### src/hw/wts_macros.svh
// fixed build of six voices with 32-sample waves of 8 bits; other voice counts are not supported
`ifndef WTS_MACROS_SVH
`define WTS_MACROS_SVH

// ----------------------------------------------------------
// voice and wave geometry
// ----------------------------------------------------------
`define WTS_VOICES 6
`define WTS_SAMPLE_W 8
`define WTS_POS_W 5

// bank address is the voice pair followed by the sample position
`define WTS_RAM_AW 7

// ----------------------------------------------------------
// per-voice controls
// ----------------------------------------------------------
`define WTS_FREQ_W 12
`define WTS_VOL_W 4

// ----------------------------------------------------------
// output
// ----------------------------------------------------------
`define WTS_OUT_W 12
// offset-binary zero
`define WTS_OUT_RESET 12'h800

`endif

### src/hw/wts_pkg.sv
// wave ids 6 and 7 have no storage behind them and must not be used
package wts_pkg;

	// the low bit of a voice number picks the RAM bank, the rest picks the pair
	typedef struct packed {
		logic	[1:0]	pair;
		logic			bank;
	} wave_sel_t;

	// one word, seen either as voice number 0 to 5 or as pair and bank
	typedef union packed {
		logic	[2:0]	number;
		wave_sel_t		sel;
	} wave_id_t;

endpackage

### src/hw/wts_ram_if.sv
// slot values above 5 never occur; cpu fields are only meaningful while cpu_en is high
`timescale 1ns/10ps
`include "wts_macros.svh"

interface wts_ram_if;

	// current slot of the six-slot ring
	logic	[2:0]					slot;

	// CPU side, one granted access at a time
	logic							cpu_en;
	logic							cpu_we;
	logic	[`WTS_RAM_AW-1:0]		cpu_addr;
	logic							cpu_bank;
	logic	[`WTS_SAMPLE_W-1:0]		cpu_d;
	logic	[`WTS_SAMPLE_W-1:0]		cpu_q;

	// sound side, bank given by the slot parity
	logic	[`WTS_RAM_AW-1:0]		sound_addr;
	logic	[`WTS_SAMPLE_W-1:0]		sound_q;

	modport seq (output slot, cpu_en, cpu_we, cpu_addr, cpu_bank, cpu_d, input cpu_q);
	modport tone (input slot, output sound_addr);
	modport ram (
		input	slot, cpu_en, cpu_we, cpu_addr, cpu_bank, cpu_d, sound_addr,
		output	sound_q, cpu_q
	);
	modport tap (input slot, sound_q);

endinterface

### src/hw/wts_mixer_top.sv
// six voices share one datapath; wait for wave_q_en, or 3 cycles after a write, before a new strobe
`timescale 1ns/10ps
`include "wts_macros.svh"

module wts_mixer_top (
	input	logic											clk,
	input	logic											nreset,
	input	logic	[`WTS_VOICES-1:0]						key_on,
	input	logic	[`WTS_VOICES-1:0]						key_off,
	input	wts_pkg::wave_id_t								wave_id,
	input	logic	[`WTS_POS_W-1:0]						wave_a,
	input	logic	[`WTS_SAMPLE_W-1:0]						wave_d,
	input	logic											wave_oe,
	input	logic											wave_we,
	output	logic	[`WTS_SAMPLE_W-1:0]						wave_q,
	output	logic											wave_q_en,
	input	logic	[`WTS_VOICES-1:0][`WTS_VOL_W-1:0]		volume,
	input	logic	[`WTS_VOICES-1:0][1:0]					enable,
	input	logic	[`WTS_VOICES-1:0][`WTS_FREQ_W-1:0]		frequency_count,
	output	logic	[`WTS_OUT_W-1:0]						left_out,
	output	logic	[`WTS_OUT_W-1:0]						right_out
);

	logic									w_frame_last;
	logic									w_mute;
	logic	signed	[`WTS_SAMPLE_W-1:0]		w_left_part;
	logic	signed	[`WTS_SAMPLE_W-1:0]		w_right_part;

	wts_ram_if u_ram_if ();

	wts_slot_sequencer u_sequencer (
		.clk			(clk),
		.nreset			(nreset),
		.wave_id		(wave_id),
		.wave_a			(wave_a),
		.wave_d			(wave_d),
		.wave_oe		(wave_oe),
		.wave_we		(wave_we),
		.wave_q			(wave_q),
		.wave_q_en		(wave_q_en),
		.frame_last		(w_frame_last),
		.ram			(u_ram_if.seq)
	);

	wts_tone_generator u_tone (
		.clk				(clk),
		.nreset				(nreset),
		.key_on				(key_on),
		.key_off			(key_off),
		.frequency_count	(frequency_count),
		.mute				(w_mute),
		.ram				(u_ram_if.tone)
	);

	wts_wave_ram u_wave_ram (
		.clk			(clk),
		.ram			(u_ram_if.ram)
	);

	wts_voice_scaler u_scaler (
		.clk			(clk),
		.nreset			(nreset),
		.volume			(volume),
		.enable			(enable),
		.mute			(w_mute),
		.left_part		(w_left_part),
		.right_part		(w_right_part),
		.ram			(u_ram_if.tap)
	);

	wts_stereo_mixer u_mixer (
		.clk			(clk),
		.nreset			(nreset),
		.frame_last		(w_frame_last),
		.left_part		(w_left_part),
		.right_part		(w_right_part),
		.left_out		(left_out),
		.right_out		(right_out)
	);

endmodule

### src/hw/wts_slot_sequencer.sv
// one CPU access may be pending at a time; a new strobe before wave_q_en or the write slot is lost
`timescale 1ns/10ps
`include "wts_macros.svh"

module wts_slot_sequencer (
	input	logic							clk,
	input	logic							nreset,
	input	wts_pkg::wave_id_t				wave_id,
	input	logic	[`WTS_POS_W-1:0]		wave_a,
	input	logic	[`WTS_SAMPLE_W-1:0]		wave_d,
	input	logic							wave_oe,
	input	logic							wave_we,
	output	logic	[`WTS_SAMPLE_W-1:0]		wave_q,
	output	logic							wave_q_en,
	output	logic							frame_last,
	wts_ram_if.seq							ram
);

	logic	[2:0]					ff_slot;
	logic							ff_pend;
	logic							ff_we;
	wts_pkg::wave_id_t				ff_id;
	logic	[`WTS_POS_W-1:0]		ff_a;
	logic	[`WTS_SAMPLE_W-1:0]		ff_d;
	logic							ff_q_en;
	logic							w_grant;

	// ----------------------------------------------------------
	// slot ring
	// ----------------------------------------------------------
	always_ff @(posedge clk) begin
		if (!nreset) begin
			ff_slot <= 3'd0;
		end else if (ff_slot == 3'(`WTS_VOICES - 1)) begin
			ff_slot <= 3'd0;
		end else begin
			ff_slot <= ff_slot + 3'd1;
		end
	end

	// voice 5 is addressed in slot 5 and its contribution lands two slots later
	assign frame_last = (ff_slot == 3'd1);

	// ----------------------------------------------------------
	// CPU wave access
	// ----------------------------------------------------------
	always_ff @(posedge clk) begin
		if (!nreset) begin
			ff_pend <= 1'b0;
		end else if (wave_oe || wave_we) begin
			ff_pend <= 1'b1;
		end else if (w_grant) begin
			ff_pend <= 1'b0;
		end
	end

	always_ff @(posedge clk) begin
		if (wave_oe || wave_we) begin
			ff_id <= wave_id;
			ff_a <= wave_a;
			ff_d <= wave_d;
			ff_we <= wave_we;
		end
	end

	// the sound side owns the bank that matches the slot parity
	assign w_grant = ff_pend && (ff_slot[0] != ff_id.sel.bank);

	always_ff @(posedge clk) begin
		if (!nreset) begin
			ff_q_en <= 1'b0;
		end else begin
			ff_q_en <= w_grant && !ff_we;
		end
	end

	assign ram.slot = ff_slot;
	assign ram.cpu_en = w_grant;
	assign ram.cpu_we = ff_we;
	assign ram.cpu_addr = {ff_id.sel.pair, ff_a};
	assign ram.cpu_bank = ff_id.sel.bank;
	assign ram.cpu_d = ff_d;

	assign wave_q = ram.cpu_q;
	assign wave_q_en = ff_q_en;

	a_strobe_while_pending: assert property (@(posedge clk) disable iff (!nreset)
		(wave_oe || wave_we) |-> !ff_pend);

	a_q_en_single: assert property (@(posedge clk) disable iff (!nreset)
		wave_q_en |=> !wave_q_en);

endmodule

### src/hw/wts_stereo_mixer.sv
// sums wrap modulo 4096; outputs are offset binary and change once per frame
`timescale 1ns/10ps
`include "wts_macros.svh"

module wts_stereo_mixer (
	input	logic								clk,
	input	logic								nreset,
	input	logic								frame_last,
	input	logic	signed	[`WTS_SAMPLE_W-1:0]	left_part,
	input	logic	signed	[`WTS_SAMPLE_W-1:0]	right_part,
	output	logic	[`WTS_OUT_W-1:0]			left_out,
	output	logic	[`WTS_OUT_W-1:0]			right_out
);

	localparam int EXT_W = `WTS_OUT_W - `WTS_SAMPLE_W;

	logic	[`WTS_SAMPLE_W-1:0]		w_part	[2];
	logic	[`WTS_OUT_W-1:0]		w_total	[2];
	logic	[`WTS_OUT_W-1:0]		ff_sum	[2];
	logic	[`WTS_OUT_W-1:0]		ff_out	[2];

	// side 0 is left, side 1 is right
	assign w_part[0] = left_part;
	assign w_part[1] = right_part;

	always_comb begin
		for (int s = 0; s < 2; s++) begin
			w_total[s] = ff_sum[s] + {{EXT_W{w_part[s][`WTS_SAMPLE_W-1]}}, w_part[s]};
		end
	end

	always_ff @(posedge clk) begin
		if (!nreset) begin
			for (int s = 0; s < 2; s++) begin
				ff_sum[s] <= '0;
				ff_out[s] <= `WTS_OUT_RESET;
			end
		end else begin
			for (int s = 0; s < 2; s++) begin
				if (frame_last) begin
					ff_sum[s] <= '0;
					ff_out[s] <= {~w_total[s][`WTS_OUT_W-1], w_total[s][`WTS_OUT_W-2:0]};
				end else begin
					ff_sum[s] <= w_total[s];
				end
			end
		end
	end

	assign left_out = ff_out[0];
	assign right_out = ff_out[1];

endmodule

### src/hw/wts_tone_generator.sv
// key_on wins over key_off in the same cycle; frequency_count 0 freezes the position
`timescale 1ns/10ps
`include "wts_macros.svh"

module wts_tone_generator (
	input	logic											clk,
	input	logic											nreset,
	input	logic	[`WTS_VOICES-1:0]						key_on,
	input	logic	[`WTS_VOICES-1:0]						key_off,
	input	logic	[`WTS_VOICES-1:0][`WTS_FREQ_W-1:0]		frequency_count,
	output	logic											mute,
	wts_ram_if.tone											ram
);

	logic	[`WTS_FREQ_W-1:0]		ff_divider	[`WTS_VOICES];
	logic	[`WTS_POS_W-1:0]		ff_position	[`WTS_VOICES];
	logic	[`WTS_VOICES-1:0]		ff_muted;
	logic							ff_mute;
	wts_pkg::wave_id_t				w_voice;

	assign w_voice = wts_pkg::wave_id_t'(ram.slot);

	// ----------------------------------------------------------
	// per-voice divider, position and key state
	// ----------------------------------------------------------
	always_ff @(posedge clk) begin
		if (!nreset) begin
			ff_muted <= '1;
			for (int v = 0; v < `WTS_VOICES; v++) begin
				ff_divider[v] <= '0;
				ff_position[v] <= '0;
			end
		end else begin
			for (int v = 0; v < `WTS_VOICES; v++) begin
				if (key_on[v]) begin
					ff_position[v] <= '0;
					ff_divider[v] <= frequency_count[v];
					ff_muted[v] <= 1'b0;
				end else begin
					if (key_off[v]) begin
						ff_muted[v] <= 1'b1;
					end
					// each divider steps once per frame, in its own slot
					if (ram.slot == 3'(v) && frequency_count[v] != '0) begin
						if (ff_divider[v] == '0) begin
							ff_divider[v] <= frequency_count[v];
							ff_position[v] <= ff_position[v] + 1'b1;
						end else begin
							ff_divider[v] <= ff_divider[v] - 1'b1;
						end
					end
				end
			end
		end
	end

	// mute follows the RAM read by one cycle so it lines up with sound_q
	always_ff @(posedge clk) begin
		if (!nreset) begin
			ff_mute <= 1'b1;
		end else begin
			ff_mute <= ff_muted[ram.slot];
		end
	end

	assign ram.sound_addr = {w_voice.sel.pair, ff_position[ram.slot]};
	assign mute = ff_mute;

endmodule

### src/hw/wts_voice_scaler.sv
// envelope is fixed at full scale; samples are two's complement and volume is unsigned
`timescale 1ns/10ps
`include "wts_macros.svh"

module wts_voice_scaler (
	input	logic											clk,
	input	logic											nreset,
	input	logic	[`WTS_VOICES-1:0][`WTS_VOL_W-1:0]		volume,
	input	logic	[`WTS_VOICES-1:0][1:0]					enable,
	input	logic											mute,
	output	logic	signed	[`WTS_SAMPLE_W-1:0]				left_part,
	output	logic	signed	[`WTS_SAMPLE_W-1:0]				right_part,
	wts_ram_if.tap											ram
);

	logic	[2:0]										w_voice;
	logic	signed	[`WTS_SAMPLE_W+`WTS_VOL_W:0]		w_product;
	logic	signed	[`WTS_SAMPLE_W-1:0]				w_scaled;

	// sound_q belongs to the voice of the previous slot
	assign w_voice = (ram.slot == 3'd0) ? 3'(`WTS_VOICES - 1) : ram.slot - 3'd1;

	assign w_product = $signed(ram.sound_q) * $signed({1'b0, volume[w_voice]});

	// the product fits in 12 bits, so dropping the low 4 keeps the sign
	assign w_scaled = w_product[`WTS_SAMPLE_W+`WTS_VOL_W-1:`WTS_VOL_W];

	// ----------------------------------------------------------
	// stereo enable, bit 1 left and bit 0 right
	// ----------------------------------------------------------
	always_ff @(posedge clk) begin
		if (!nreset) begin
			left_part <= '0;
			right_part <= '0;
		end else begin
			left_part <= (!mute && enable[w_voice][1]) ? w_scaled : '0;
			right_part <= (!mute && enable[w_voice][0]) ? w_scaled : '0;
		end
	end

endmodule

### src/hw/wts_wave_ram.sv
// contents are undefined until written; addresses of pair 3 are outside both banks
`timescale 1ns/10ps
`include "wts_macros.svh"

module wts_wave_ram (
	input	logic		clk,
	wts_ram_if.ram		ram
);

	localparam int DEPTH = (`WTS_VOICES / 2) << `WTS_POS_W;

	logic	ff_sound_bank;

	// each bank is single ported and shared between the two sides by slot parity
	for (genvar b = 0; b < 2; b++) begin : g_bank
		logic	[`WTS_SAMPLE_W-1:0]		mem	[DEPTH];
		logic	[`WTS_SAMPLE_W-1:0]		ff_rd;
		logic	[`WTS_RAM_AW-1:0]		w_addr;
		logic							w_we;

		assign w_addr = (ram.slot[0] == 1'(b)) ? ram.sound_addr : ram.cpu_addr;
		assign w_we = ram.cpu_en && ram.cpu_we && (ram.cpu_bank == 1'(b));

		always_ff @(posedge clk) begin
			if (w_we) begin
				mem[w_addr] <= ram.cpu_d;
			end
			ff_rd <= mem[w_addr];
		end
	end

	always_ff @(posedge clk) begin
		ff_sound_bank <= ram.slot[0];
	end

	assign ram.sound_q = ff_sound_bank ? g_bank[1].ff_rd : g_bank[0].ff_rd;
	assign ram.cpu_q = ff_sound_bank ? g_bank[0].ff_rd : g_bank[1].ff_rd;

	a_bank_conflict: assert property (@(posedge clk)
		ram.cpu_en |-> (ram.cpu_bank != ram.slot[0]));

endmodule

### config.mk
export PLATFORM = sky130hd
export DESIGN_NAME = wts_mixer_top
export DESIGN_NICKNAME = d
export VERILOG_FILES = /design/src/hw/wts_pkg.sv /design/src/hw/wts_ram_if.sv /design/src/hw/wts_mixer_top.sv /design/src/hw/wts_slot_sequencer.sv /design/src/hw/wts_stereo_mixer.sv /design/src/hw/wts_tone_generator.sv /design/src/hw/wts_voice_scaler.sv /design/src/hw/wts_wave_ram.sv
export VERILOG_INCLUDE_DIRS = /design/src /design/src/hw
export SDC_FILE = /design/constraint.sdc
export NUM_CORES = 2
export LEC_CHECK = 0
export ABC_AREA = 1
export ABC_CLOCK_PERIOD_IN_PS = 15100
export BUFFER_PORTS_ARGS = -buffer_cell sky130_fd_sc_hd__buf_4
export CAP_MARGIN = 20
export CORE_ASPECT_RATIO = 0.7
export CORE_UTILIZATION = 68
export CTS_CLUSTER_SIZE = 25
export DETAILED_ROUTE_END_ITERATION = 10
export PLACE_DENSITY_LB_ADDON = 0.3
export SETUP_SLACK_MARGIN = 0.15
export SKIP_LAST_GASP = 1
export SLEW_MARGIN = 20
export SYNTH_ARGS = -nofsm -noshare
export SYNTH_HDL_FRONTEND = slang
export SYNTH_SLANG_ARGS = --single-unit
### constraint.sdc
create_clock -name clk -period 15.1 [get_ports clk]
set_clock_uncertainty 0.05 [all_clocks]
set_input_delay 1.51 -clock clk [delete_from_list [all_inputs] [get_ports clk]]
set_output_delay 1.51 -clock clk [all_outputs]
set_load 0.02 [all_outputs]
==> summary.md <==
| Metric | Value |
|---|---|
| DR WL met2 | `91500 µm` |
| Yosys warns | `0` |
| Fmax | `131 MHz` |
| PostCTS Resize Cnt | `0` |
| Setup WS post-layout | `about 7.5 ns` |
| Initial Util | `69.2%` |
| First-pass GRT wire length | `between 300000 and 400000 µm` |
| # hold bufs at CTS | `0` |
| Root Driver | `clkbuf_16` |
| 1st-iter DRT viols | `9687` |
| Fin crit share | `50.6%` |
| Total congestion overflow | `0` |
| Crit Path Category | `reg -> reg` |
| Most frequent cells after synthesis | `nand2_1, edfxtp_1, inv_1` |
| Initial antenna violation count | `4` |
| Met3 WL | `30000 µm` |
| Via count | `~60k` |
| Clock-pin slew on the worst setup and hold paths | `roughly 0.060 ns` |
| 1st-pass router iterations | `10` |
| Hold WC Path Type | `reg -> reg` |
| Die Wd | `412 µm` |
| Top Metal Used | `met5` |
| # clock sinks | `1748` |
| GRT Util Overall | `35.2%` |
| Setup TNS | `0 ns` |
| Outcome | `completed` |
| H-tree lvl count | `4` |
| Slew Limit Fails | `0` |
| Post-CTS setup buffers | `0` |
| Post-DR wirelength/cell | `21.3 µm` |
| Residual DRC count | `0` |
| EDFF count, synth | `1703` |
| Layout cell share with drive strength beyond 1 | `6.27%` |
| Reg2Reg Depth | `12` |
| Distinct cells, synth | `50` |
| Max transition margin | `21.4%` |
| # IOs | `173` |
| Worst vdd ir | `0.137 mV` |
| Non-Filler Instances | `9810` |
| DP Cell Count | `9516` |
| Worst setup EP type | `flop` |
| # port buffers | `172` |
| Yosys top cell by area | `edfxtp_1` |
| Avg Vias per Cell | `between 5 and 6` |
| Top_reg_cell synth | `edfxtp_1` |
| Final GP Congestion | `0.946` |
| Synth Area per Inst | `9.90 µm²` |
| Largest net degree at the start of global routing | `227` |
| Vias in the first global route | `55.6k` |
| Setup violators final | `0` |
| Measured slew at the worst slew-check pin | `1.18 ns` |
| Pleak | `36.7 nW` |
| RSZ-0062 raised after global routing | `false` |
| Mapped Area | `80100 µm²` |
| CP cell instances | `inv_2 > nand2_1 > nand2_1 > nand2_1 > nand2_1 > nand2_1 > nand3_4 > nand2_4 > buf_4 > buf_4 > nand3_1 > nor2_1` |
| Row cnt | `104` |
| Min cycle time layout | `7.64 ns` |
| Post-DP HPWL | `~120000 µm` |
| Power per cell area | `133 nW/µm²` |
| Core ar. | `116000 µm²` |
| Hold Violations, Final | `0` |
| Area Growth Syn to Fin | `9.06%` |
| Hold Path Depth | `1` |
| Die Span Y | `289 µm` |
| Share of flip-flops with an asynchronous set or reset | `0%` |
| #FFs+latches synth | `approximately 1.7k` |
| CP required | `15.48 ns` |
| Register Area | `52000 µm²` |
| Largest fanout on the critical path | `65` |
| Die area | `119000 µm²` |
| CTS Buffer Depth | `3` |
| Fillers | `~7.4k` |
| Yosys top cell area share | `63.9%` |
| Register area share after synthesis | `65.0%` |
| CP max stage cell | `nand3_1` |
| Remaining antenna violation count | `0` |
| M1 WL | `between 80000 and 90000 µm` |
| WP data arrival | `8.02 ns` |
| CTS buffer count | `159` |
| Tot Pwr | `0.0116 W` |
| Place WS | `7.82 ns` |
| Layout net count | `approximately 8.4k` |
| Mapped Cells | `approximately 8.1k` |
| Worst-Skew Late Latency | `0.81 ns` |
| Worst setup SP type | `flop` |
| Top post-synthesis cells by area | `edfxtp_1, nand2_1, nand3_1` |
| Max Cap Violations | `0` |
| Crit-path most repeated cell | `nand2_1` |
| Area of the multi-input gates | `around 23000 µm²` |
| CTS tree | `done` |
| Top-count cell post-synth | `nand2_1` |
| Worst path max stage delay | `between 1 and 1.5 ns` |
| Drt total wl | `209000 µm` |
-- layer usage --
metal	vias up	track usage, %
met5	-	0
met4	2	12.9
met3	547	9.81
met2	4095	51.8
met1	27343	50.5
li1	26473	-
-- stage by stage --
stage,utilization (%),area (µm²),hold slack [ns]
after floorplan,-,80200,0.380
after global placement,71.0,82300,0.415
after detailed placement,71.0,82300,0.435
after CTS,75.4,87300,0.447
after global routing,75.4,87300,0.480
final,75.4,87300,0.440
-- registers in the layout, summed over array words and instances (netlist names), 3 cells and up --
register                 flops
u_sequencer.ram.cpu_d        8
u_sequencer.ff_a             5
u_mixer.ff_sum              24
u_sequencer.ff_id            3
u_mixer.ff_out              24
u_tone.ff_muted              6
u_tone.ff_position          30
u_tone.ff_divider           72
u_wave_ram.g_bank.mem     1536
u_scaler.left_part           8
u_sequencer.ram.slot         3
u_wave_ram.g_bank.ff_rd     16
u_scaler.right_part          8
-- placed cells by master (no fill, tap or decap), drive strengths merged, types with 3 or more instances in the layout --
cell type / Yosys / layout
a211oi: 3 / 3
a21oi: 92 / 92
a22oi: 5 / 5
a31oi: 7 / 7
buf: 233 / 251
bufinv: 0 / 12
clkbuf: 153 / 205
clkinv: 3 / 66
clkinvlp: 0 / 3
conb: 1 / 24
dfxtp: 45 / 45
diode: 0 / 6
edfxtp: 1703 / 1703
fa: 17 / 17
ha: 64 / 64
inv: 985 / 988
nand2: 2605 / 2605
nand3: 853 / 853
nand3b: 221 / 221
nand4: 11 / 11
nor2: 783 / 783
nor3: 24 / 24
nor4: 23 / 23
o2111ai: 3 / 3
o211ai: 3 / 3
o21ai: 125 / 125
o21bai: 4 / 4
o22ai: 3 / 3
o31ai: 3 / 3
or2: 17 / 17
xnor2: 38 / 38
xor2: 51 / 51
-- cell type report --
type	instances	area share [%]
sequential	1748	59.6
multi-input combinational	4994	26.0
clock buffer	205	4.93
inverter	988	4.25
timing repair buffer	251	2.23
tap	1537	2.20
clock inverter	81	0.805
antenna	6	0.0172
-- power breakdown --
| group | internal, W | switching (W) |
|---|---|---|
| Combinational | 0.000554 | 0.00155 |
| Sequential | 0.00545 | 0.0000632 |
| Clock | 0.00222 | 0.00178 |
-- worst max-delay path: cells and delay by family, from the launching register on --
| family | cells | cell delay, ns |
|---|---|---|
| buf+inv | 3 | 1.99 |
| flops | 1 | 0.95 |
| simple gates | 9 | 4.09 |
-- final timing paths --
check / startpoint / to / slack, ns
worst max-delay path: u_sequencer.ram.slot[0] / u_wave_ram.g_bank[1].mem[23][3] / 7.46
worst min-delay path: u_sequencer.ram.cpu_we / u_sequencer.wave_q_en / 0.44
worst max register to register: u_sequencer.ram.slot[0] / u_wave_ram.g_bank[1].mem[23][3] / 7.46
worst min register to register: u_sequencer.ram.cpu_we / u_sequencer.wave_q_en / 0.44
-- logic make-up after synthesis --
group	after synthesis	synth area share [%]
flops	1748	65.0
compound gates	257	1.74
simple gates	4543	23.9
xor+xnor	89	0.973
buf+inv	1374	6.97
fa+ha+maj	81	1.42
other cells	1	0.00468
(Power assumes the default switching activity.)
